## src/exp_cfg.svh

```systemverilog
`ifndef EXP_CFG_SVH
`define EXP_CFG_SVH

// input sample, 1.7.8 two's complement
`define EXP_IN_W        16

// e^-x result, unsigned 0.16
`define EXP_FRAC_W      16

// running product inside the evaluator
`define EXP_PROD_W      32

// single precision word
`define FP_W            32

// samples per frame at most
`define FRAME_DEPTH     10

// wide enough to count 0 .. FRAME_DEPTH
`define FRAME_IDX_W     4

// table entries, one pipeline stage each
`define EXP_LUT_N       12

// biased exponent of a fraction with its top bit set
`define FP_EXP_START    8'd126

`endif
```

## src/exp_pkg.sv

```systemverilog
`include "exp_cfg.svh"

package exp_pkg;

    typedef logic [`EXP_IN_W-1:0]       exp_in_t;       // 1.7.8 sample
    typedef logic [`EXP_FRAC_W-1:0]     frac_t;         // 0.16 result
    typedef logic [`EXP_PROD_W-1:0]     prod_t;         // running product
    typedef logic [`FP_W-1:0]           fp32_t;
    typedef logic [`FRAME_IDX_W-1:0]    frame_idx_t;    // 0 .. FRAME_DEPTH

    // fixed to float normalizer
    typedef enum logic [1:0]
    {
        CVT_IDLE,
        CVT_LOAD,
        CVT_SHIFT,
        CVT_WRITE
    } cvt_state_t;

    // stream output
    typedef enum logic [1:0]
    {
        OUT_IDLE,
        OUT_SEND,
        OUT_DONE
    } out_state_t;

endpackage

```

## src/frac_frame_buf.sv

```systemverilog
`timescale 1ns/100ps
`include "exp_cfg.svh"

module frac_frame_buf
    import exp_pkg::*;
(
    input  logic        clock_i,
    input  logic        reset_n_i,
    input  frac_t       lut_frac_i,
    input  logic        lut_valid_i,
    input  logic        lut_done_i,
    input  logic        frame_clear_i,
    input  frame_idx_t  rd_idx_i,
    output frac_t       rd_frac_o,
    output frame_idx_t  frame_len_o,
    output logic        frame_ready_o
);

    frac_t          frac_mem [`FRAME_DEPTH];
    frame_idx_t     wr_cnt;

    always_ff @(posedge clock_i)
    begin
        if (lut_valid_i && (wr_cnt < `FRAME_DEPTH))
        begin
            frac_mem[wr_cnt] <= lut_frac_i;
        end
    end

    always_ff @(posedge clock_i)
    begin
        if (!reset_n_i || frame_clear_i)
        begin
            wr_cnt        <= '0;
            frame_len_o   <= '0;
            frame_ready_o <= 1'b0;
        end
        else
        begin
            if (lut_valid_i && (wr_cnt < `FRAME_DEPTH))
            begin
                wr_cnt <= wr_cnt + 1'b1;
            end
            if (lut_done_i)
            begin
                frame_len_o   <= wr_cnt + frame_idx_t'(lut_valid_i); // last sample may share the cycle
                frame_ready_o <= 1'b1;
            end
        end
    end

    assign rd_frac_o = frac_mem[rd_idx_i];

endmodule

```

## config.mk

```make
export PLATFORM = sky130hd
export DESIGN_NAME = frac_frame_buf
export DESIGN_NICKNAME = d
export VERILOG_FILES = /design/src/exp_pkg.sv /design/src/frac_frame_buf.sv
export VERILOG_INCLUDE_DIRS = /design/src /design/src/src
export SDC_FILE = /design/constraint.sdc
export NUM_CORES = 1
export LEC_CHECK = 0
export BUFFER_PORTS_ARGS = -buffer_cell sky130_fd_sc_hd__buf_2
export CAP_MARGIN = 5
export CORE_ASPECT_RATIO = 1.25
export CORE_MARGIN = 5
export CORE_UTILIZATION = 44
export DETAILED_ROUTE_END_ITERATION = 8
export HOLD_SLACK_MARGIN = 0.03
export SLEW_MARGIN = 15
export SYNTH_ARGS = -nofsm -noshare
export SYNTH_HDL_FRONTEND = slang
export SYNTH_SLANG_ARGS = --single-unit
export TNS_END_PERCENT = 100
```

## constraint.sdc

```tcl
create_clock -name clock_i -period 3.54 [get_ports clock_i]
set_clock_uncertainty 0.2 [all_clocks]
set_input_delay 0.177 -clock clock_i [delete_from_list [all_inputs] [get_ports clock_i]]
set_output_delay 0.177 -clock clock_i [all_outputs]
set_load 0.1 [all_outputs]
```

---- Word level (Yosys, flattened, before mapping) ----
Memories as Yosys holds them, arrays and structs flattened.
Cells that the tools add are included.
cells by class
  $add $sub $neg .......................... 2
  mux-type cells .......................... 2
  reductions and logical operators ........ 3
  order comparisons ....................... 1
operator list
  kind                                                number
  adder 4 x 1 -> 4 bit                                1
  adder 4 x 1 -> 4 bit (second input constant)        1
  less-than comparator 4 bit (second input constant)  1
  two-way mux 1 bit                                   2
  logical AND 1 bit                                   1
  logical NOT 1 bit                                   1
  logical OR 1 bit                                    1
storage, ports and cells
  word-level logic and storage cells ...... 12
  RAM bits ................................ 160
  memories ................................ 1
  input port bits ......................... 25
  flip-flop bits (word level) ............. 9
memory list
  memory    words  width  read ports  clocked after memory_dff  wr ports  RTL line              RTL
  frac_mem  10     16     1           0                         1         frac_frame_buf.sv:19  frac_t frac_mem [`FRAME_DEPTH];

---- Depth between registers and ports, before layout ----
  depth after elaboration ................. 4
  gate-level depth with buffers ........... 5

---- Worst setup path before layout ----
No wires, ideal clock.
  kind .................................... input-to-output
  from .................................... input port rd_idx_i[1]
  to ...................................... output port rd_frac_o[10]
  stages .................................. 5
  setup slack ............................. 0.148 ns
  arrival ................................. 3.015 ns
  data required time ...................... 3.163 ns
  path buffers ............................ 2
  cells stage by stage .................... nor2b_1 -> clkbuf_2 -> buf_2 -> a22o_1 -> o31ai_1
on the way
  cells in the longest elaborated chain, start to end .. 1
ends and longest elaborated chain
  element                    RTL line              RTL
  start, declared            frac_frame_buf.sv:13  input frame_idx_t rd_idx_i,
  memory read (10 x 16 bit)  --
  end, declared              frac_frame_buf.sv:14  output frac_t rd_frac_o,
No other way between the ends.

---- Final worst setup path ----
  from .................................... input port rd_idx_i[0]
  to ...................................... output port rd_frac_o[0]
Same word-level chain as after synthesis.

==> impl_metrics.py <==
metrics = {
    "yosys": {
        "synth_warnings": 0,
        "ys_ff_latch": 169,
        "ys_seq_area_share_pct": 72.93,
        "syn_avg_cell_area_um2": 17.39,
        "ys_types": 32,
        "syn_nets": 424,
        "synth_top_area_share_pct": 70.29,
        "yosysTopAreaCell": "edfxtp_1",
        "synth_area_leaders": "edfxtp_1, mux2_2, mux2i_1, dfxtp_1, o31ai_2",
        "syn_area_um2": 6835,
        "syn_inst": 393,
    },
    "drt": {
        "top_layer": "met4",
        "via_per_inst": 5.215,
        "avgRoutedWirePerCell_um": 19.68,
        "wl_met3_um": 586,
        "num_vias": 3640,
        "drc": 0,
        "routed_wl_um": 13740,
        "wl_met2_um": 7165,
        "antenna_left": 0,
        "wl_met1_um": 5792,
        "dr.pass1.iters": 4,
        "drt_iter0_drc": 301,
    },
    "cells_and_area": {
        "final_core_util_pct": 52.76,
        "multiInputGateArea_um2": 1697,
        "layout-drive-gt1-share_pct": 32.30,
        "fill_cells": 1282,
        "nets": 504,
        "area_growth_pct": 19.20,
        "final_area_um2": 8148,
        "seq_area_um2": 4985,
        "num_antenna_cells": 0,
    },
    "floorplanning": {
        "io_pins": 46,
        "core_area_um2": 15440,
        "die_x_um": 121.5,
        "num_rows": 51,
        "dieHeight_um": 149.4,
        "initial_core_util_pct": 44.26,
        "die_area_um2": 18140,
    },
    "critical_path": {
        "worstSetupEndpointType": "output pin",
        "rrSetupSlack_ns": 1.24,
        "reg2reg_from": "wr_cnt[1]",
        "crit_end": "rd_frac_o[0]",
        "path_class": "input pin to output pin",
        "cp.required_ns": 3.16,
        "critPathLaunch": "rd_idx_i[0]",
        "ff2ff_path_depth": 5,
        "arrival_ns": 2.07,
        "critical_path.max_fanout": 39,
        "r2r_end": "frac_mem[1][8]",
        "startpoint_type": "input pin",
    },
    "timing": {
        "maxClockFrequency_ghz": 0.4087,
        "tns_ns": 0,
        "hold_viol": 0,
        "period_needed_ns": 2.447,
        "setup_violations": 0,
        "worst_pin_slew_ns": 0.8607,
        "finalMaxSlewViolations": 0,
        "relSlewSlack_pct": 42.31,
        "fin_crit_sh_pct": 69.11,
        "rsz0062_at_grt": "no",
    },
    "clock_tree": {
        "clkLatencyLatePin_ns": 0.42,
        "cts.sinks": 169,
        "cts_tree": "yes",
        "clock_path_buffers": 2,
        "holdBufCountCts": 23,
        "cts_root_buf": "clkbuf_16",
        "numCtsBuffers": 17,
        "postCtsSetupRepairBufs": 0,
        "htree_levels": 4,
        "clk_pin_slew_worst_paths_ns": 0.06,
        "cts_resized": 0,
    },
    "power": {
        "vdd_drop_max_uv": 286.7,
        "seq_power_share_pct": 51.1,
        "clkPwrFrac_pct": 40.4,
        "p_leak_nw": 2.886,
        "swShare_pct": 22.30,
        "p_int_mw": 3.365,
        "comb_power_share_pct": 8.4,
        "power_density_nw_per_um2": 531.5,
        "netSwitchingPower_mw": 0.9657,
    },
    "place": {
        "dp_hpwl_um": 8305,
        "gp_congestion": 0.7208,
        "placed_area_um2": 7343,
        "io_buffers": 45,
    },
    "run": {
        "maxCapViolCount": 0,
    },
    "grt": {
        "antenna_found_initial": 0,
        "grt.overflow.total": 0,
        "grt_util_all_layers_pct": 16.32,
        "grt_pass1_wl_um": 21670,
        "grt_pass1_vias": 3779,
        "grt_max_degree": 40,
    },
    "status": {
        "outcome": "complete, no violations",
    },
    "min_path": {
        "hold_class": "flop to flop",
    },
}
## kinds of logic after synthesis
logic type	after synthesis	synth area share (%)
compound gates	57	7.139
xor+xnor	2	0.2563
fa+ha+maj	6	1.098
buf+inv	26	2.581
flops	169	72.93
mux	82	12.89
simple gates	51	3.112
## worst max-delay path, stage by stage
cell and delay (ns):
buf_4 0.46, buf_4 0.34, mux2i_1 0.10, a22o_1 0.25
o31ai_2 0.24, buf_2 0.47
## area by class of cell
class / count / share of cell area (%)
inverters: 3 / 0.1382
well taps: 212 / 3.256
repair buffers: 84 / 7.555
multi-input cells: 198 / 20.82
clock buffers: 27 / 6.680
flip-flops and latches: 169 / 61.18
clock inverters: 5 / 0.3686
## metal layers
layer	vias up	GRT usage, %
li1	1702	-
met1	1843	20.16
met2	82	27.63
met3	13	4.249
met4	0	5.998
met5	-	0
## worst min-delay path by stage
stage                       start              to  slack, ns  cells after the start
floorplan           lut_frac_i[0]  frac_mem[0][0]       0.08                      0
global placement    frame_ready_o   frame_ready_o       0.25                      2
detailed placement  frame_ready_o   frame_ready_o       0.26                      2
CTS                 frame_ready_o   frame_ready_o       0.28                      2
global route        frame_ready_o   frame_ready_o       0.30                      2
finish              frame_ready_o   frame_ready_o       0.27                      2
## power by group through the flow
stage,Clock (mW),Combinational (mW),Sequential [mW]
2_1_floorplan,0,0.253,2.27
5_1_grt,1.87,0.388,2.21
3_3_place_gp,0,0.345,2.25
3_5_place_dp,0,0.350,2.26
6_report,1.75,0.366,2.21
4_1_cts,1.79,0.370,2.21
## sequential cells by signal, indices dropped and copies added (netlist names)
name / count
frac_mem: 160
frame_len_o: 4
wr_cnt: 4
frame_ready_o: 1
## metrics by stage
step	setup slack, ns	power (mW)	hold slack [ns]	cells
floorplan	0.1475	2.522	0.07587	393
global placement	1.146	2.599	0.2549	643
detailed placement	1.083	2.605	0.2626	643
CTS	1.080	4.373	0.2784	698
global route	1.004	4.476	0.3025	698
finish	1.093	4.331	0.2745	698
## cell usage in the layout, fill, tap and decap left out, types with 2 or more instances in the layout
cell type / instances
a22o_1: 16
o22ai_1: 16
clkbuf_1: 3
dlygate4sd3_1: 23
o31ai_1: 2
a211oi_1: 2
inv_1: 3
mux2i_1: 34
clkbuf_8: 6
buf_4: 14
buf_2: 44
nor2_1: 14
o21ai_0: 2
o31ai_2: 14
mux2_2: 48
dfxtp_1: 9
clkinv_2: 3
clkbuf_16: 18
nand2_1: 24
nand2b_1: 3
ha_1: 6
a21oi_1: 2
edfxtp_1: 160
nand3_1: 2
nor3_2: 4
buf_12: 3
## synth_stat cells
master	number
a41oi_1	1
buf_1	1
o21ai_0	2
dfxtp_1	9
a211oi_1	2
o31ai_2	14
or3_1	1
buf_4	2
a22o_1	16
mux2i_1	34
nand2_1	24
o22ai_1	16
clkbuf_1	7
a21oi_1	2
buf_6	4
buf_12	2
nor2_1	15
nor2b_1	1
edfxtp_1	160
inv_1	3
nand2b_1	3
xor2_1	1
xnor2_1	1
a31oi_1	1
mux2_2	48
o21a_1	1
nor3_1	5
buf_2	6
o31ai_1	2
ha_1	6
nand3_1	2
clkbuf_2	1
(Power assumes the default switching activity.)
