## src/exp_cfg.svh

```systemverilog
`ifndef EXP_CFG_SVH
`define EXP_CFG_SVH

// input sample, 1.7.8 two's complement
`define EXP_IN_W        16

// e^-x result, unsigned 0.16
`define EXP_FRAC_W      16

// running product inside the evaluator
`define EXP_PROD_W      32

// single precision word
`define FP_W            32

// samples per frame at most
`define FRAME_DEPTH     10

// wide enough to count 0 .. FRAME_DEPTH
`define FRAME_IDX_W     4

// table entries, one pipeline stage each
`define EXP_LUT_N       12

// biased exponent of a fraction with its top bit set
`define FP_EXP_START    8'd126

`endif
```

## src/exp_pkg.sv

```systemverilog
`include "exp_cfg.svh"

package exp_pkg;

    typedef logic [`EXP_IN_W-1:0]       exp_in_t;       // 1.7.8 sample
    typedef logic [`EXP_FRAC_W-1:0]     frac_t;         // 0.16 result
    typedef logic [`EXP_PROD_W-1:0]     prod_t;         // running product
    typedef logic [`FP_W-1:0]           fp32_t;
    typedef logic [`FRAME_IDX_W-1:0]    frame_idx_t;    // 0 .. FRAME_DEPTH

    // fixed to float normalizer
    typedef enum logic [1:0]
    {
        CVT_IDLE,
        CVT_LOAD,
        CVT_SHIFT,
        CVT_WRITE
    } cvt_state_t;

    // stream output
    typedef enum logic [1:0]
    {
        OUT_IDLE,
        OUT_SEND,
        OUT_DONE
    } out_state_t;

endpackage

```

## src/fp32_axis_out.sv

```systemverilog
`timescale 1ns/100ps
`include "exp_cfg.svh"

module fp32_axis_out
    import exp_pkg::*;
(
    input  logic        clock_i,
    input  logic        reset_n_i,
    input  fp32_t       out_fp_i,
    input  frame_idx_t  frame_len_i,
    input  logic        conv_done_i,
    input  logic        m_axis_ready_i,
    output frame_idx_t  out_idx_o,
    output logic        frame_clear_o,
    output logic        m_axis_valid_o,
    output logic        m_axis_last_o,
    output fp32_t       m_axis_data_o
);

    out_state_t     state;
    logic           load_word;
    logic           beat_done;

    assign beat_done = m_axis_valid_o && m_axis_ready_i;

    // next word goes out at start of frame or after an accepted non-last beat
    assign load_word = ((state == OUT_IDLE) && conv_done_i && (frame_len_i != '0)) ||
                       ((state == OUT_SEND) && beat_done && !m_axis_last_o);

    always_ff @(posedge clock_i)
    begin
        if (load_word)
        begin
            m_axis_data_o <= out_fp_i;
        end
    end

    always_ff @(posedge clock_i)
    begin
        if (!reset_n_i)
        begin
            state          <= OUT_IDLE;
            out_idx_o      <= '0;
            frame_clear_o  <= 1'b0;
            m_axis_valid_o <= 1'b0;
            m_axis_last_o  <= 1'b0;
        end
        else
        begin
            frame_clear_o <= 1'b0;
            if (load_word)
            begin
                m_axis_valid_o <= 1'b1;
                m_axis_last_o  <= (out_idx_o == frame_len_i - 1'b1);
                out_idx_o      <= out_idx_o + 1'b1;
            end
            case (state)
                OUT_IDLE:
                begin
                    if (conv_done_i)
                    begin
                        if (frame_len_i == '0)
                        begin
                            frame_clear_o <= 1'b1;  // empty frame
                            state         <= OUT_DONE;
                        end
                        else
                            state <= OUT_SEND;
                    end
                end
                OUT_SEND:
                begin
                    if (beat_done && m_axis_last_o)
                    begin
                        m_axis_valid_o <= 1'b0;
                        m_axis_last_o  <= 1'b0;
                        frame_clear_o  <= 1'b1;
                        state          <= OUT_DONE;
                    end
                end
                default:
                begin
                    out_idx_o <= '0;                // stores clear this cycle
                    state     <= OUT_IDLE;
                end
            endcase
        end
    end

endmodule

```

## config.mk

```make
export PLATFORM = sky130hd
export DESIGN_NAME = fp32_axis_out
export DESIGN_NICKNAME = d
export VERILOG_FILES = /design/src/exp_pkg.sv /design/src/fp32_axis_out.sv
export VERILOG_INCLUDE_DIRS = /design/src /design/src/src
export SDC_FILE = /design/constraint.sdc
export NUM_CORES = 1
export LEC_CHECK = 0
export ABC_AREA = 1
export ABC_CLOCK_PERIOD_IN_PS = 2200
export BUFFER_PORTS_ARGS = -buffer_cell sky130_fd_sc_hd__buf_2
export CORE_MARGIN = 3
export CORE_UTILIZATION = 47
export CTS_CLUSTER_DIAMETER = 40
export DETAILED_ROUTE_END_ITERATION = 16
export HOLD_SLACK_MARGIN = 0.05
export PLACE_DENSITY = 0.82
export REMOVE_ABC_BUFFERS = 1
export SYNTH_ARGS = -nofsm -noshare
export SYNTH_HDL_FRONTEND = slang
export SYNTH_SLANG_ARGS = --single-unit
export TNS_END_PERCENT = 20
```

## constraint.sdc

```tcl
create_clock -name clock_i -period 2.2 [get_ports clock_i]
set_input_delay 0.44 -clock clock_i [delete_from_list [all_inputs] [get_ports clock_i]]
set_output_delay 0.44 -clock clock_i [all_outputs]
set_load 0.05 [all_outputs]
```

==> Word-level counts from Yosys, hierarchy flattened <==
Index checks and enable logic that the tools add are counted.
W data, S select, Z words.
{ "op_classes": {"add_sub_neg": 2, "multipliers": 0, "n_div": 0, "magnitude_cmp": 0, "n_eq_ne": 4, "n_shift": 0, "n_mux": 14, "bitwise": 0, "n_reduce_logical": 14} }
{ "op_table": {"columns": ["operator", "n"], "rows": [
  ["$mux W1", 9],
  ["$logic_and A1 B1 Y1", 6],
  ["$mux W2", 3],
  ["$add A4 B1 Y4 const B", 1],
  ["$eq A4 B4 Y1", 1],
  ["$logic_not A4 Y1", 1],
  ["$pmux W2 S2", 1],
  ["$reduce_and A2 Y1", 2],
  ["$reduce_bool A4 Y1", 1],
  ["$sub A4 B1 Y4 const B", 1],
  ["$eq A2 B1 Y1 const B", 1],
  ["$logic_not A2 Y1", 1],
  ["$ne A2 B1 Y1 const B", 1],
  ["$ne A2 B2 Y1 const B", 1],
  ["$pmux W1 S2", 1],
  ["$reduce_or A2 Y1", 1],
  ["$logic_not A1 Y1", 1],
  ["$logic_or A1 B1 Y1", 1]
]} }
{ "word_totals": {"regBits": 41, "latch_bits": 0, "ramBits": 0, "rom_bits": 0, "input_bits": 40, "output_inout_bits": 39, "word_cells": 40, "n_memories": 0} }

==> Logic depth before layout (Yosys ltp) <==
{ "depth": {"word_depth": 7, "depth_mapped": 11, "depth_no_buf": 11} }

==> Least setup slack after synthesis <==
OpenSTA, ideal clock, no wires.
{ "synth_timing": {"path_kind": "flip-flop to flip-flop", "start": "reg m_axis_valid_o", "end": "reg m_axis_data_o[0], enable pin", "setup_time_ns": 0.351, "arrival_time_ns": 1.237, "t_required_ns": 1.849, "slack_ns": 0.612, "path_stages_with_launch": 5, "path_buffers": 0, "period_less_slack_ns": 1.588, "path_cell_list": "dfxtp_1 nand2_1 inv_1 nand3_2 nand2_4"} }
{ "synth_via": {"elab_chain_cells": 4} }
{ "synth_rtl": {"columns": ["item", "line_no", "source"], "rows": [
  ["start: declaration", "fp32_axis_out.sv:15", "output logic m_axis_valid_o,"],
  ["start signal: assignment", "fp32_axis_out.sv:45", "m_axis_valid_o <= 1'b0;"],
  ["start signal: assignment", "fp32_axis_out.sv:53", "m_axis_valid_o <= 1'b1;"],
  ["start signal: assignment", "fp32_axis_out.sv:75", "m_axis_valid_o <= 1'b0;"],
  ["$logic_and A1 B1 Y1", "fp32_axis_out.sv:24", "assign beat_done = m_axis_valid_o && m_axis_ready_i;"],
  ["$logic_and A1 B1 Y1 (2 in a row)", "fp32_axis_out.sv:28", "((state == OUT_SEND) && beat_done && !m_axis_last_o);"],
  ["$logic_or A1 B1 Y1", "fp32_axis_out.sv:27", "assign load_word = ((state == OUT_IDLE) && conv_done_i && (frame_len_i != '0)) ||"],
  ["named net load_word", "fp32_axis_out.sv:21", "logic load_word;"],
  ["end signal: assignment", "fp32_axis_out.sv:34", "m_axis_data_o <= out_fp_i;"],
  ["end: declaration", "fp32_axis_out.sv:17", "output fp32_t m_axis_data_o"]
]} }
The timed path passes the listed nets, and every way through them passes these cells.
A chain may end at the register's enable or synchronous reset.

==> Worst setup path after layout <==
{ "layout_timing": {"start": "reg out_idx_o[0]", "end": "out out_idx_o[0]"} }
{ "layout_rtl": {"columns": ["item", "line_no", "source"], "rows": [
  ["start: declaration", "fp32_axis_out.sv:13", "output frame_idx_t out_idx_o,"],
  ["start signal: assignment", "fp32_axis_out.sv:55", "out_idx_o <= out_idx_o + 1'b1;"]
]} }
No word-level cell between the ends.

==> summary.md <==
| Metric | Value |
|---|---|
| Final Max Tran Viols | `0` |
| CTS Buf Count | `5` |
| Drt wl/cell | `12.12 um` |
| Number of global-route vias before repair | `1008` |
| Final hold vios | `0` |
| MaxCap Viol Count | `0` |
| Critical path class | `register to output port` |
| YS warnings | `0` |
| Startpoint Class | `register` |
| Max VDD drop | `362.9 uV` |
| Rel. slew slack | `67.76%` |
| Post_cts resized | `0` |
| Area contributors post-synth | `edfxtp_1 63%, dfxtp_1 12%, nand2_1 6.4%` |
| Global-route wire length before repair | `4823 um` |
| Largest net degree at the start of global routing | `41` |
| Number of filler cells placed in the layout | `255` |
| Lkg Pwr | `0.9415 nW` |
| CP top delay family | `flip-flops` |
| Htree depth | `2` |
| Remaining antenna violation count | `0` |
| Antenna diode count | `0` |
| Area grow syn2layout | `32.68%` |
| Post-route minimum period | `1549 ps` |
| Bufs and invs on worst path | `1` |
| Worst Max-Slew Pin Slew | `483.1 ps` |
| Initial core utilization | `49.76%` |
| Crit path arrival time | `1110 ps` |
| Setup crit end kind | `output port` |
| DRC errors left | `0` |
| # IOs | `79` |
| Share of cells above drive strength 1 | `46.38%` |
| Pwr Total | `1.693 mW` |
| Post-synth EDFFs | `32` |
| Hold-fix buffers, CTS | `0` |
| Via count | `1119` |
| # rows | `20` |
| Core area | `0.003078 mm^2` |
| CTS max path bufs | `2` |
| Distinct cells, synth | `18` |
| Min-Delay Path Class | `input port to register` |
| Die H | `63.08 um` |
| Synth Cell Area | `0.001531 mm^2` |
| IO buf count | `78` |
| Register area share after synthesis | `74.51%` |
| Die X | `63.08 um` |
| Via density | `4.458` |
| Max FO, Critical Path | `7` |
| Root Buffer | `clkbuf_4` |
| Async SR Flop Fraction | `0%` |
| Post-CTS Setup Repair Bufs | `0` |
| Post-Route Setup TNS | `0 ps` |
| Crit-path cells | `buf_2` |
| Worst endpoint required time | `1760 ps` |
| 1st-iter DRT viols | `33` |
| Worst-path clk slew | `120 ps` |
| Top cells by count, synth | `32 x edfxtp_1, 26 x nand2_1, 14 x inv_1` |
| Count leader, synth | `edfxtp_1` |
| Nets | `248` |
| Post-detail-place hpwl | `2335 um` |
| Unrepaired setup endpoints after global routing | `false` |
| Post-Place Cells | `243` |
| Power Dens Cells | `833.1 mW/mm^2` |
| Final Cycle Share | `70.39%` |
| Slowest CP cell | `dfxtp_1` |
| GR Overflow Total | `0` |
| Post-synth top area cell | `edfxtp_1` |
| Antenna violations before repair | `0` |
| Final wirelength | `3042 um` |
| CTS tree | `done` |
| Cells after synthesis | `121` |
| All-layer global routing usage | `16.31%` |
| Yosys reg bits | `41` |
| Top cell type's share of synthesized area | `62.75%` |
| TritonCTS Sinks | `41` |
| Max stage delay on crit path | `470 ps` |
| Mean Syn Cell Area | `12.66 um^2` |
| Status | `complete, no violations` |
| Synth Flop Type | `edfxtp_1` |
| First-pass iteration count of the detailed router | `4` |
| Clk_lat worst skew | `340 ps` |
| GPL Wtd Cong | `0.7690` |
| Clk_skew | `13.82 ps` |
| Die ar. | `0.003979 mm^2` |
| Setup violators final | `0` |
| Achievable Freq | `645.7 MHz` |
| Non-filler instance count after layout | `251` |
[kinds of logic (layout without fill, tap and decap cells)]
kind of cell | after synthesis | count (layout) | synth area share [%]
AO/OA/AOI/OAI | 9 | 9 | 3.104
buffers and inverters | 15 | 101 | 3.676
flip-flops | 41 | 41 | 74.51
AND/OR/NAND/NOR | 54 | 54 | 17.07
adder cells (fa/ha/maj) | 2 | 2 | 1.634
[where the power goes]
group	switching [mW]	internal, mW
combinational	0.317	0.0918
sequential	0.0243	0.914
clock	0.225	0.121
[final cells by class]
cell class / instances / area (um^2) / share of cell area (%)
timing repair buffer: 78 / 390.4 / 19.21
sequential: 41 / 1141 / 56.16
tap: 44 / 55.05 / 2.709
multi-input combinational: 65 / 334.1 / 16.44
clock buffer: 5 / 37.54 / 1.847
inverter: 15 / 56.30 / 2.771
clock inverter: 3 / 17.52 / 0.8621
[stage by stage]
stage          setup WS (ps)  util [%]  area [um^2]  hold WS, ps
2_1_floorplan          612.2         -         1531        538.9
3_3_place_gp           447.8     64.23         1977        491.5
3_5_place_dp           406.2     64.23         1977        490.0
4_1_cts                622.2     66.02         2032        238.2
5_1_grt                561.8     66.02         2032        222.1
6_report               651.4     66.02         2032        266.5
[metal layers]
| layer | share of wire (%) | global-route usage (%) | vias to the layer above |
|---|---|---|---|
| met4 | 1.1 | 4.132 | 0 |
| met2 | 45 | 26.35 | 61 |
| met1 | 44 | 20.41 | 479 |
| met5 | 0 | 0 | - |
| met3 | 9.9 | 6.595 | 4 |
| li1 | - | - | 575 |
[flip-flops by register name, indices dropped and copies added, names as in the netlist]
register and flops:
m_axis_last_o 1, state 2, m_axis_data_o 32, m_axis_valid_o 1, out_idx_o 4, frame_clear_o 1
[worst reg2reg max path, cell delays in order, from the launching register on]
cell and delay [ps]:
dfxtp_1 350, inv_2 60, nor2_2 110, nand3_2 120, nand2_4 410
[cell usage in the layout (no fill, tap or decap), drive strengths merged, types with 3 or more instances in the layout]
cell type,count
a21oi,5
buf,78
clkbuf,5
dfxtp,9
edfxtp,32
inv,15
nand2,30
nand3,6
nor2,15
o21ai,3
[path summary, 6_finish.rpt]
| kind | start | endpoint | slack, ps | depth (start not counted) |
|---|---|---|---|---|
| max | out_idx_o[0] | out_idx_o[0] | 650 | 1 |
| min | out_fp_i[22] | m_axis_data_o[22] | 270 | 1 |
| max reg2reg | state[0] | m_axis_data_o[14] | 790 | 4 |
| min reg2reg | m_axis_valid_o | m_axis_valid_o | 510 | 2 |
Note: power is estimated with default switching activity, not from simulation.
