<file path="config.mk">
export PLATFORM = sky130hd
export DESIGN_NAME = frac_to_fp32
export DESIGN_NICKNAME = d
export VERILOG_FILES = /design/src/exp_pkg.sv /design/src/frac_to_fp32.sv
export VERILOG_INCLUDE_DIRS = /design/src /design/src/src
export SDC_FILE = /design/constraint.sdc
export NUM_CORES = 1
export LEC_CHECK = 0
export ABC_AREA = 1
export BUFFER_PORTS_ARGS = -buffer_cell sky130_fd_sc_hd__buf_4
export CAP_MARGIN = 20
export CORE_MARGIN = 1.5
export CORE_UTILIZATION = 40
export CTS_CLUSTER_DIAMETER = 80
export DETAILED_ROUTE_END_ITERATION = 7
export PLACE_DENSITY = 0.55
export SLEW_MARGIN = 20
export SYNTH_ARGS = -nofsm -noshare
export SYNTH_HDL_FRONTEND = slang
export SYNTH_SLANG_ARGS = --single-unit
</file>
<file path="constraint.sdc">
create_clock -name clock_i -period 4.2 [get_ports clock_i]
set_input_delay 0.63 -clock clock_i [delete_from_list [all_inputs] [get_ports clock_i]]
set_output_delay 0.63 -clock clock_i [all_outputs]
set_load 0.05 [all_outputs]
</file>
<file path="src/exp_cfg.svh">
`ifndef EXP_CFG_SVH
`define EXP_CFG_SVH

// input sample, 1.7.8 two's complement
`define EXP_IN_W        16

// e^-x result, unsigned 0.16
`define EXP_FRAC_W      16

// running product inside the evaluator
`define EXP_PROD_W      32

// single precision word
`define FP_W            32

// samples per frame at most
`define FRAME_DEPTH     10

// wide enough to count 0 .. FRAME_DEPTH
`define FRAME_IDX_W     4

// table entries, one pipeline stage each
`define EXP_LUT_N       12

// biased exponent of a fraction with its top bit set
`define FP_EXP_START    8'd126

`endif
</file>
<file path="src/exp_pkg.sv">
`include "exp_cfg.svh"

package exp_pkg;

    typedef logic [`EXP_IN_W-1:0]       exp_in_t;       // 1.7.8 sample
    typedef logic [`EXP_FRAC_W-1:0]     frac_t;         // 0.16 result
    typedef logic [`EXP_PROD_W-1:0]     prod_t;         // running product
    typedef logic [`FP_W-1:0]           fp32_t;
    typedef logic [`FRAME_IDX_W-1:0]    frame_idx_t;    // 0 .. FRAME_DEPTH

    // fixed to float normalizer
    typedef enum logic [1:0]
    {
        CVT_IDLE,
        CVT_LOAD,
        CVT_SHIFT,
        CVT_WRITE
    } cvt_state_t;

    // stream output
    typedef enum logic [1:0]
    {
        OUT_IDLE,
        OUT_SEND,
        OUT_DONE
    } out_state_t;

endpackage

</file>
<file path="src/frac_to_fp32.sv">
`timescale 1ns/100ps
`include "exp_cfg.svh"

module frac_to_fp32
    import exp_pkg::*;
(
    input  logic        clock_i,
    input  logic        reset_n_i,
    input  frac_t       rd_frac_i,
    input  frame_idx_t  frame_len_i,
    input  logic        frame_ready_i,
    input  logic        frame_clear_i,
    input  frame_idx_t  out_idx_i,
    output frame_idx_t  rd_idx_o,
    output fp32_t       out_fp_o,
    output logic        conv_done_o
);

    cvt_state_t     state;
    frame_idx_t     cnt;
    frac_t          sh;                     // fraction being normalized
    logic [7:0]     exp_q;
    fp32_t          fp_word;
    fp32_t          fp_mem [`FRAME_DEPTH];

    always_ff @(posedge clock_i)
    begin
        if (!reset_n_i || frame_clear_i)
        begin
            state       <= CVT_IDLE;
            cnt         <= '0;
            conv_done_o <= 1'b0;
        end
        else
        begin
            case (state)
                CVT_IDLE:
                begin
                    if (frame_ready_i && !conv_done_o)
                    begin
                        if (cnt == frame_len_i)
                            conv_done_o <= 1'b1;
                        else
                            state <= CVT_LOAD;
                    end
                end
                CVT_LOAD:
                    state <= CVT_SHIFT;
                CVT_SHIFT:
                begin
                    if ((sh == '0) || sh[`EXP_FRAC_W-1])
                        state <= CVT_WRITE;
                end
                default:
                begin
                    cnt   <= cnt + 1'b1;
                    state <= CVT_IDLE;
                end
            endcase
        end
    end

    // normalizer datapath
    always_ff @(posedge clock_i)
    begin
        if (state == CVT_LOAD)
        begin
            sh    <= rd_frac_i;
            exp_q <= `FP_EXP_START;
        end
        else if ((state == CVT_SHIFT) && (sh != '0) && !sh[`EXP_FRAC_W-1])
        begin
            sh    <= sh << 1;
            exp_q <= exp_q - 1'b1;
        end
    end

    // hidden bit dropped, low mantissa bits always zero
    assign fp_word = (sh == '0) ? '0 : {1'b0, exp_q, sh[`EXP_FRAC_W-2:0], 8'b0};

    always_ff @(posedge clock_i)
    begin
        if (state == CVT_WRITE)
        begin
            fp_mem[cnt] <= fp_word;
        end
    end

    assign rd_idx_o = cnt;
    assign out_fp_o = fp_mem[out_idx_i];

endmodule

</file>
### Yosys cells after proc, flatten, opt, wreduce, memory -nomap -nowiden

Memory sizes are Yosys's and may differ from the RTL's.
Index checks and enable logic that the tools add are counted.

* mux-type cells: 9
* reduce and logical (&&, ||, !) cells: 15
* eq/ne operators: 7
* add/sub/neg operators: 2

Operators by type and width (number)
* $mux W16: 2
* $mux W31: 1
* $logic_not A16 Y1: 1
* $reduce_bool A16 Y1: 1
* $sub A8 B1 Y8 const B: 1
* $mux W2: 3
* $ne A2 B2 Y1 const B: 3
* $pmux W2 S3: 1
* $reduce_and A3 Y1: 2
* $add A4 B1 Y4 const B: 1
* $eq A2 B2 Y1 const B: 2
* $eq A4 B4 Y1: 1
* $logic_and A1 B1 Y1: 3
* $logic_not A1 Y1: 3
* $reduce_or A3 Y1: 1
* $eq A2 B1 Y1 const B: 1
* $logic_not A2 Y1: 1
* $logic_or A1 B1 Y1: 2
* $mux W1: 2
* $reduce_bool A2 Y1: 1

* logic and storage cells: 39
* bits in writable memories: 310
* output and inout port bits: 37
* memories: 1
* register bits: 31

Memories
* fp_mem: words 10, bits a word 31, rd ports 1, clocked after memory_dff 0, wr ports 1, RTL line frac_to_fp32.sv:24 `` fp32_t fp_mem [`FRAME_DEPTH]; ``

### Logic depth before layout (Yosys ltp)

Gate-level depths: netlist of the first run.

* word-level depth: 5
* depth in mapped cells: 9
* mapped depth without buffers: 9

### Worst setup path before layout of the first run

OpenSTA, ideal clock, no wires.

* path kind: register to register
* start point: reg cnt[1] (netlist: rd_idx_o[1])
* end point: mem fp_mem[3][10] (netlist bit), enable pin
* cell stages (with the launch flop): 4
* path buffers: 0
* slack: 1113 ps
* required time: 3768 ps
* arrival time: 2655 ps
* cells stage by stage: dfxtp_1 ha_1 inv_1 nor3_1

RTL lines
* from (decl): RTL line frac_to_fp32.sv:20 `frame_idx_t cnt;`
* from (signal assigned): RTL line frac_to_fp32.sv:56 `cnt <= cnt + 1'b1;`
* to (decl): RTL line frac_to_fp32.sv:24

No word-level cell before the write port.

### Worst setup path in the final report of the first run

* start point: in out_idx_i[0]
* end point: out out_fp_o[26]

* word-level cells in the longest chain between the ends: 1

RTL lines
* from (decl): RTL line frac_to_fp32.sv:13 `input frame_idx_t out_idx_i,`
* $mem_v2 Z10 W31
* to (decl): RTL line frac_to_fp32.sv:15 `output fp32_t out_fp_o,`

No other way between the ends.

==> results of run 1 <==
[registers in the layout, indices dropped and copies added (netlist names)]
name	count
state	2
rd_idx_o	4
conv_done_o	1
fp_mem	230
sh	16
exp_q	8
[stage by stage]
step	cell area, sq um	setup WS [ns]	util, %
final	12700	1.34	46.8
after global routing	12700	1.12	46.8
after CTS	12700	1.29	46.8
after detailed placement	11800	1.29	43.5
after global placement	11800	1.31	43.5
after floorplan	11100	1.11	-
[cell usage after synthesis (2+ instances only)]
cell	count	area share [%]
inv_1	125	4.2
dfxtp_1	15	2.7
a21oi_1	53	2.4
nor3_1	7	0.32
buf_6	13	1.3
mux2i_1	23	2.1
nand3_1	78	3.5
buf_4	11	0.74
edfxtp_1	246	67
o211ai_2	5	0.56
clkbuf_1	27	0.91
nand2_1	125	4.2
o21ai_1	35	1.6
nand4_1	6	0.34
ha_1	10	1.1
nor2_1	39	1.3
o211ai_1	43	2.9
o21ai_0	41	1.8
nand2_2	2	0.11
buf_2	16	0.72
[layout make-up]
cell class                 instances  area [sq um]  share of cell area (%)
inverter                         126           473                    3.73
multi-input combinational        479          2570                    20.2
clock inverter                    17           151                    1.19
sequential                       261          7690                    60.6
tap                              372           465                    3.67
timing repair buffer              74           597                    4.70
clock buffer                      34           744                    5.87
[path summary, 6_finish.rpt]
path | end | slack [ns] | cells past startpoint
setup / recovery | out_fp_o[26] | 1.34 | 7
hold / removal | sh[0] | 0.36 | 3
setup reg to reg | sh[13] | 1.66 | 4
hold reg to reg | exp_q[6] | 0.48 | 2
[per-layer routing]
metal	GRT usage, %	vias up	wire length (um)
met1	24.2	3186	11400
met2	25.7	133	10200
li1	-	3294	-
met5	0	-	0
met3	2.10	30	1030
met4	3.73	0	360
[where the power goes]
group          internal, uW  switching [uW]  total (uW)
clock                  1430             962        2390
sequential             2900            48.1        2950
combinational           125             281         406
[worst register-to-register path: cells and delay by family, from the launching register on]
family        cells  cell delay [ns]
fa+ha+maj         1             0.57
simple gates      1             0.65
flops             1             0.33
buf+inv           2             0.61
[logic make-up (layout without fill, tap and decap cells)]
| group | Yosys count | count (layout) | share of synthesized area (%) |
|---|---|---|---|
| adders and majority gates | 10 | 10 | 1.13 |
| AOI/OAI and AO/OA | 177 | 177 | 9.29 |
| xor gates and xnor gates | 1 | 1 | 0.0789 |
| other | 1 | 9 | 0.0338 |
| DFF | 261 | 261 | 69.3 |
| buffers and inverters | 196 | 251 | 8.17 |
| muxes | 23 | 23 | 2.07 |
| and+or+nand+nor | 259 | 259 | 9.94 |
==> results.yml, run 1 <==
drt:
  dr_total_vias: 6643
  first_iter_violations: 482
  post_drt_wl_per_cell_um: 16.8
  wl_mm: 22.9
  drc: 0
  ant_nets: 0
  via_per_inst: 4.87
  dr.pass1.iters: 5
global_routing:
  antenna_found_initial: 0
  grt_usage_pct: 16.3
  grt_pass1_vias: 6381
  grt_first_pass_wirelength_mm: 35.8
  overflow: 0
  grt_max_degree: 83
setup_path:
  cp_cell_sequence: "buf_6 > buf_4 > o211ai_1 > nand3_1 > nand3_1 > o21ai_1 > buf_4"
  cp-end-kind: "output pin"
  startpoint: "out_idx_i[0]"
  cp_top_family: "buffers and inverters"
  cpPeakStageDelay_ns: 0.47
  startpoint_type: "primary input"
  critical_path_buf_inv_count: 3
  arrival_ns: 2.23
  crit_required_ns: 3.57
  reg2reg_from: "state[1]"
  critPathKind: "in -> out"
  cp_slowest_cell: "buf_6"
  cp_max_fo: 82
final_layout:
  area_growth_pct: 14.3
  final_cells: 1363
  final_nets: 1008
  nFillCells: 2462
  final_cell_mix: "246 x edfxtp_1, 125 x inv_1, 125 x nand2_1, 78 x nand3_1, 70 x buf_4"
  final_common_cell: "edfxtp_1"
  drive_gt1_share_pct: 13.1
  diodes: 0
timing:
  rsz0062_at_grt: "no"
  tns_ns: 0
  tightestPinTransition_ns: 0.876
  whs_ns: 0.359
  fmax_mhz: 350
  maxSlewViolCount: 0
  finalCriticalPeriod_ns: 2.86
  maxSlewHeadroom_pct: 41.5
  post-route-period-util_pct: 68.0
  skew_ns: 0.0166
  finalSetupViolCount: 0
  hold_viol_final: 0
synth:
  yosysSeqAreaShare_pct: 69.3
  yosys_warnings: 0
  syn_area_per_cell_sq_um: 12.0
  ys_types: 28
  synth-edff-count: 246
  synth_ff_type: "edfxtp_1"
  syn-cell-area_sq_um: 11100
  async_reset_ff_share_pct: 0
  syn-instance-count: 928
  synth_seq_cells: 261
pwr:
  max-vdd-ir-drop_mv: 0.289
  p_total_uw: 5750
  power.leakage_uw: 0.00476
  power.density_nw_per_um2: 453
job:
  cap_violations: 0
die:
  die_w_um: 170
  die_y_um: 170
  core_region_area_sq_um: 27100
  boundaryPins: 65
  core.rowCount: 60
  start_util_pct: 40.9
  dieArea_sq_um: 28800
clocking:
  h-tree-depth: 1
  cts_hold_buf: 0
  worstSkewPairLatency_ns: 0.54
  cts_tree: "yes"
  cts-root-buf: "clkbuf_16"
  cts_sinks: 261
  cts_resized: 0
  clk_pin_slew_ns: 0.06
  cts_setup_buffers: 0
  numCtsBuffers: 28
  cts.path.max_buffers: 3
place:
  dp_hpwl_mm: 12.8
  gp_congestion: 0.739
  io_buffers: 55
  dp.cells: 1312
run_status:
  status: "complete, no violations"
hold_path:
  worstHoldPathType: "in -> reg"
  min_from: "rd_frac_i[0]"
Note: power is estimated with default switching activity, not from simulation.
==> run 2, diff against run 1 <==
--- a/config.mk
+++ b/config.mk
@@ -6,14 +6,14 @@
 export SDC_FILE = /design/constraint.sdc
 export NUM_CORES = 1
 export LEC_CHECK = 0
-export ABC_AREA = 1
+export ABC_AREA = 0
 export BUFFER_PORTS_ARGS = -buffer_cell sky130_fd_sc_hd__buf_4
 export CAP_MARGIN = 20
 export CORE_MARGIN = 1.5
 export CORE_UTILIZATION = 40
 export CTS_CLUSTER_DIAMETER = 80
 export DETAILED_ROUTE_END_ITERATION = 7
-export PLACE_DENSITY = 0.55
+export PLACE_DENSITY = 0.57
 export SLEW_MARGIN = 20
 export SYNTH_ARGS = -nofsm -noshare
 export SYNTH_HDL_FRONTEND = slang
==> constraint.sdc (replaced) <==
create_clock -name clock_i -period 2.46 [get_ports clock_i]
set_input_delay 0.369 -clock clock_i [delete_from_list [all_inputs] [get_ports clock_i]]
set_output_delay 0.369 -clock clock_i [all_outputs]
set_load 0.05 [all_outputs]
==> results.yml, run 2 <==
setup_path:
  cp-end-kind: "output pin"
  crit_required_ns: 2.09
  r2r.worst_path.cells: 5
  cp_max_fo: 1
  worst_r2r_endpoint: "fp_mem[2][29]"
  arrival_ns: 2.02
  startpoint: "fp_mem[3][9]"
  reg2reg_from: "sh[4]"
  endpoint: "out_fp_o[9]"
  startpoint_type: "register"
  critPathKind: "reg -> out"
  cpPeakStageDelay_ns: 0.47
  cp_cell_sequence: "mux4_2 > nor2b_1 > a211oi_2 > a21oi_2 > buf_4"
  cp_slowest_cell: "mux4_2"
  regToRegSetupSlack_ns: 0.33
clocking:
  clk_pin_slew_ns: 0.06
  h-tree-depth: 1
  cts_hold_buf: 0
  cts_tree: "yes"
  worstSkewPairLatency_ns: 0.52
  numCtsBuffers: 26
  cts.path.max_buffers: 3
  cts-root-buf: "clkbuf_16"
  cts_sinks: 261
die:
  boundaryPins: 65
  die_y_um: 166
  core.rowCount: 59
  die_w_um: 166
  dieArea_sq_um: 27600
  core_region_area_sq_um: 26100
  start_util_pct: 40.8
global_routing:
  grt_pass1_vias: 5799
  antenna_found_initial: 0
  grt_first_pass_wirelength_mm: 34.0
  use_met1_pct: 21.5
  met2_usage_pct: 27.8
  grt.met3_usage_pct: 2.17
  overflow: 0
  grt_usage_pct: 16.2
  busiest_layer: "met2"
  grt_max_degree: 27
timing:
  finalCriticalPeriod_ns: 2.39
  skew_ns: 0.0171
  post-route-period-util_pct: 97.0
  fmax_mhz: 419
  tightestPinTransition_ns: 0.601
  finalSetupViolCount: 0
  hold_viol_final: 0
  maxSlewViolCount: 0
  maxSlewHeadroom_pct: 59.9
  setup_ws_ns: 0.0750
  rsz0062_at_grt: "yes"
  tns_ns: 0
drt:
  first_iter_violations: 324
  dr.pass1.iters: 5
  via_per_inst: 5.31
  dr_total_vias: 5387
  ant_nets: 0
  post_drt_wl_per_cell_um: 21.6
  drc: 0
  wl_mm: 21.9
synth:
  synth_seq_cells: 261
  synth_ff_type: "edfxtp_1"
  async_reset_ff_share_pct: 0
  yosysMostFrequentCell: "edfxtp_1"
  ys_types: 42
  synth.top_cells.by_count: "246 x edfxtp_1, 31 x mux4_2, 28 x mux2i_1, 27 x nor2b_1"
  yosysSeqAreaShare_pct: 72.2
  syn_area_per_cell_sq_um: 18.5
  yosys.area.top_type: "edfxtp_1"
  yosys_warnings: 0
  synthTopCellsByArea: "edfxtp_1 69%, mux4_2 6.6%, mux4_1 3.7%, dfxtp_1 2.8%, mux2i_1 2.6%"
  syn-cell-area_sq_um: 10600
  syn-instance-count: 575
  synth-edff-count: 246
  synth_top_area_share_pct: 69.4
final_layout:
  final_cells: 1015
  diodes: 0
  largest_reg_flops: 230
  reg_top3: "fp_mem (230), sh (16), exp_q (8)"
  area_growth_pct: 18.3
  final_cell_mix: "246 x edfxtp_1, 94 x buf_4, 31 x mux4_2, 28 x mux2i_1"
  final_nets: 699
  largest-register: "fp_mem"
  final_common_cell: "edfxtp_1"
  drive_gt1_share_pct: 29.9
  nFillCells: 2158
hold_path:
  min_from: "frame_ready_i"
  worstHoldPathType: "in -> reg"
pwr:
  p_comb_share_pct: 6.9
  p_clk_share_pct: 41.0
  power.density_nw_per_um2: 748
  p_int_uw: 7430
  p_sw_uw: 1990
  power.leakage_uw: 0.00424
  seqPwrFrac_pct: 52.1
  max-vdd-ir-drop_mv: 0.453
  switching_share_pct: 21.1
place:
  dp_hpwl_mm: 13.2
  gp_congestion: 0.746
  dp_slack_ns: 0.0852
  dp.cells: 968
  io_buffers: 55
job:
  cap_violations: 0
run_status:
  status: "complete, no violations"
[run 2: cell types whose count changed in the layout (fill, tap and decap cells not counted), sizes merged, moves of 30 or more]
cell / delta
a21oi: -30
o211ai: -47
nand2: -117
nand3: -75
o21ai: -73
inv: -118
mux4: +46
[run 2: kinds of logic after synthesis]
family / share of synthesized area (%)
other cells: 0.0352
mux: 14.5
simple gates: 4.62
buf+inv: 3.40
fa+ha+maj: 1.18
compound gates: 3.41
flops: 72.2
xor+xnor: 0.658
[run 2: timing repair]
action | 4_1_cts | 5_1_grt
gates resized for setup | 1 | 12
endpoints found under the setup margin | 1 | 12
pin swaps | 0 | 1
setup buffers | 0 | 0
[run 2: per-layer routing]
| layer | vias to the layer above | part of all wire [%] |
|---|---|---|
| li1 | 2434 | - |
| met1 | 2782 | 43 |
| met2 | 136 | 50 |
| met3 | 35 | 5.6 |
| met4 | 0 | 2.0 |
| met5 | - | 0 |
[run 2: through the flow]
step           hold WS, ns  area, sq um  util, %  total power (uW)
2_1_floorplan        0.479        10700        -              5450
3_3_place_gp         0.480        11700     44.9              5630
3_5_place_dp         0.490        11700     44.9              5640
4_1_cts              0.109        12500     48.1              9490
5_1_grt              0.113        12600     48.3              9730
6_report             0.120        12600     48.3              9420
[run 2: how the worst min path moves through the flow]
stage                     depth (start not counted)          end  slack (ns)
final                                             3  conv_done_o        0.12
after global routing                              3  conv_done_o        0.11
after CTS                                         3  conv_done_o        0.11
after detailed placement                          2  conv_done_o        0.49
after global placement                            2  conv_done_o        0.48
after floorplan                                   2     exp_q[6]        0.48
[run 2: layout make-up]
cell class                 instances  area (sq um)  area share (%)
sequential                       261          7690            61.1
inverter                           8          30.0           0.239
clock inverter                    18           154            1.22
multi-input combinational        262          2750            21.8
timing repair buffer             102           866            6.88
clock buffer                      29           683            5.43
tap                              335           419            3.33
[run 2: worst max-delay path: cells and delay by family (launching register included)]
family / cells / cell delay, ns
buf+inv: 1 / 0.21
mux: 1 / 0.47
compound gates: 2 / 0.29
flops: 1 / 0.38
simple gates: 1 / 0.16
[run 2: power by group through the flow]
stage	Clock (uW)	Combinational [uW]	Sequential, uW
2_1_floorplan	0	454	4990
3_3_place_gp	0	633	5000
3_5_place_dp	0	645	5000
4_1_cts	3940	648	4900
5_1_grt	4130	696	4900
6_report	3860	649	4900
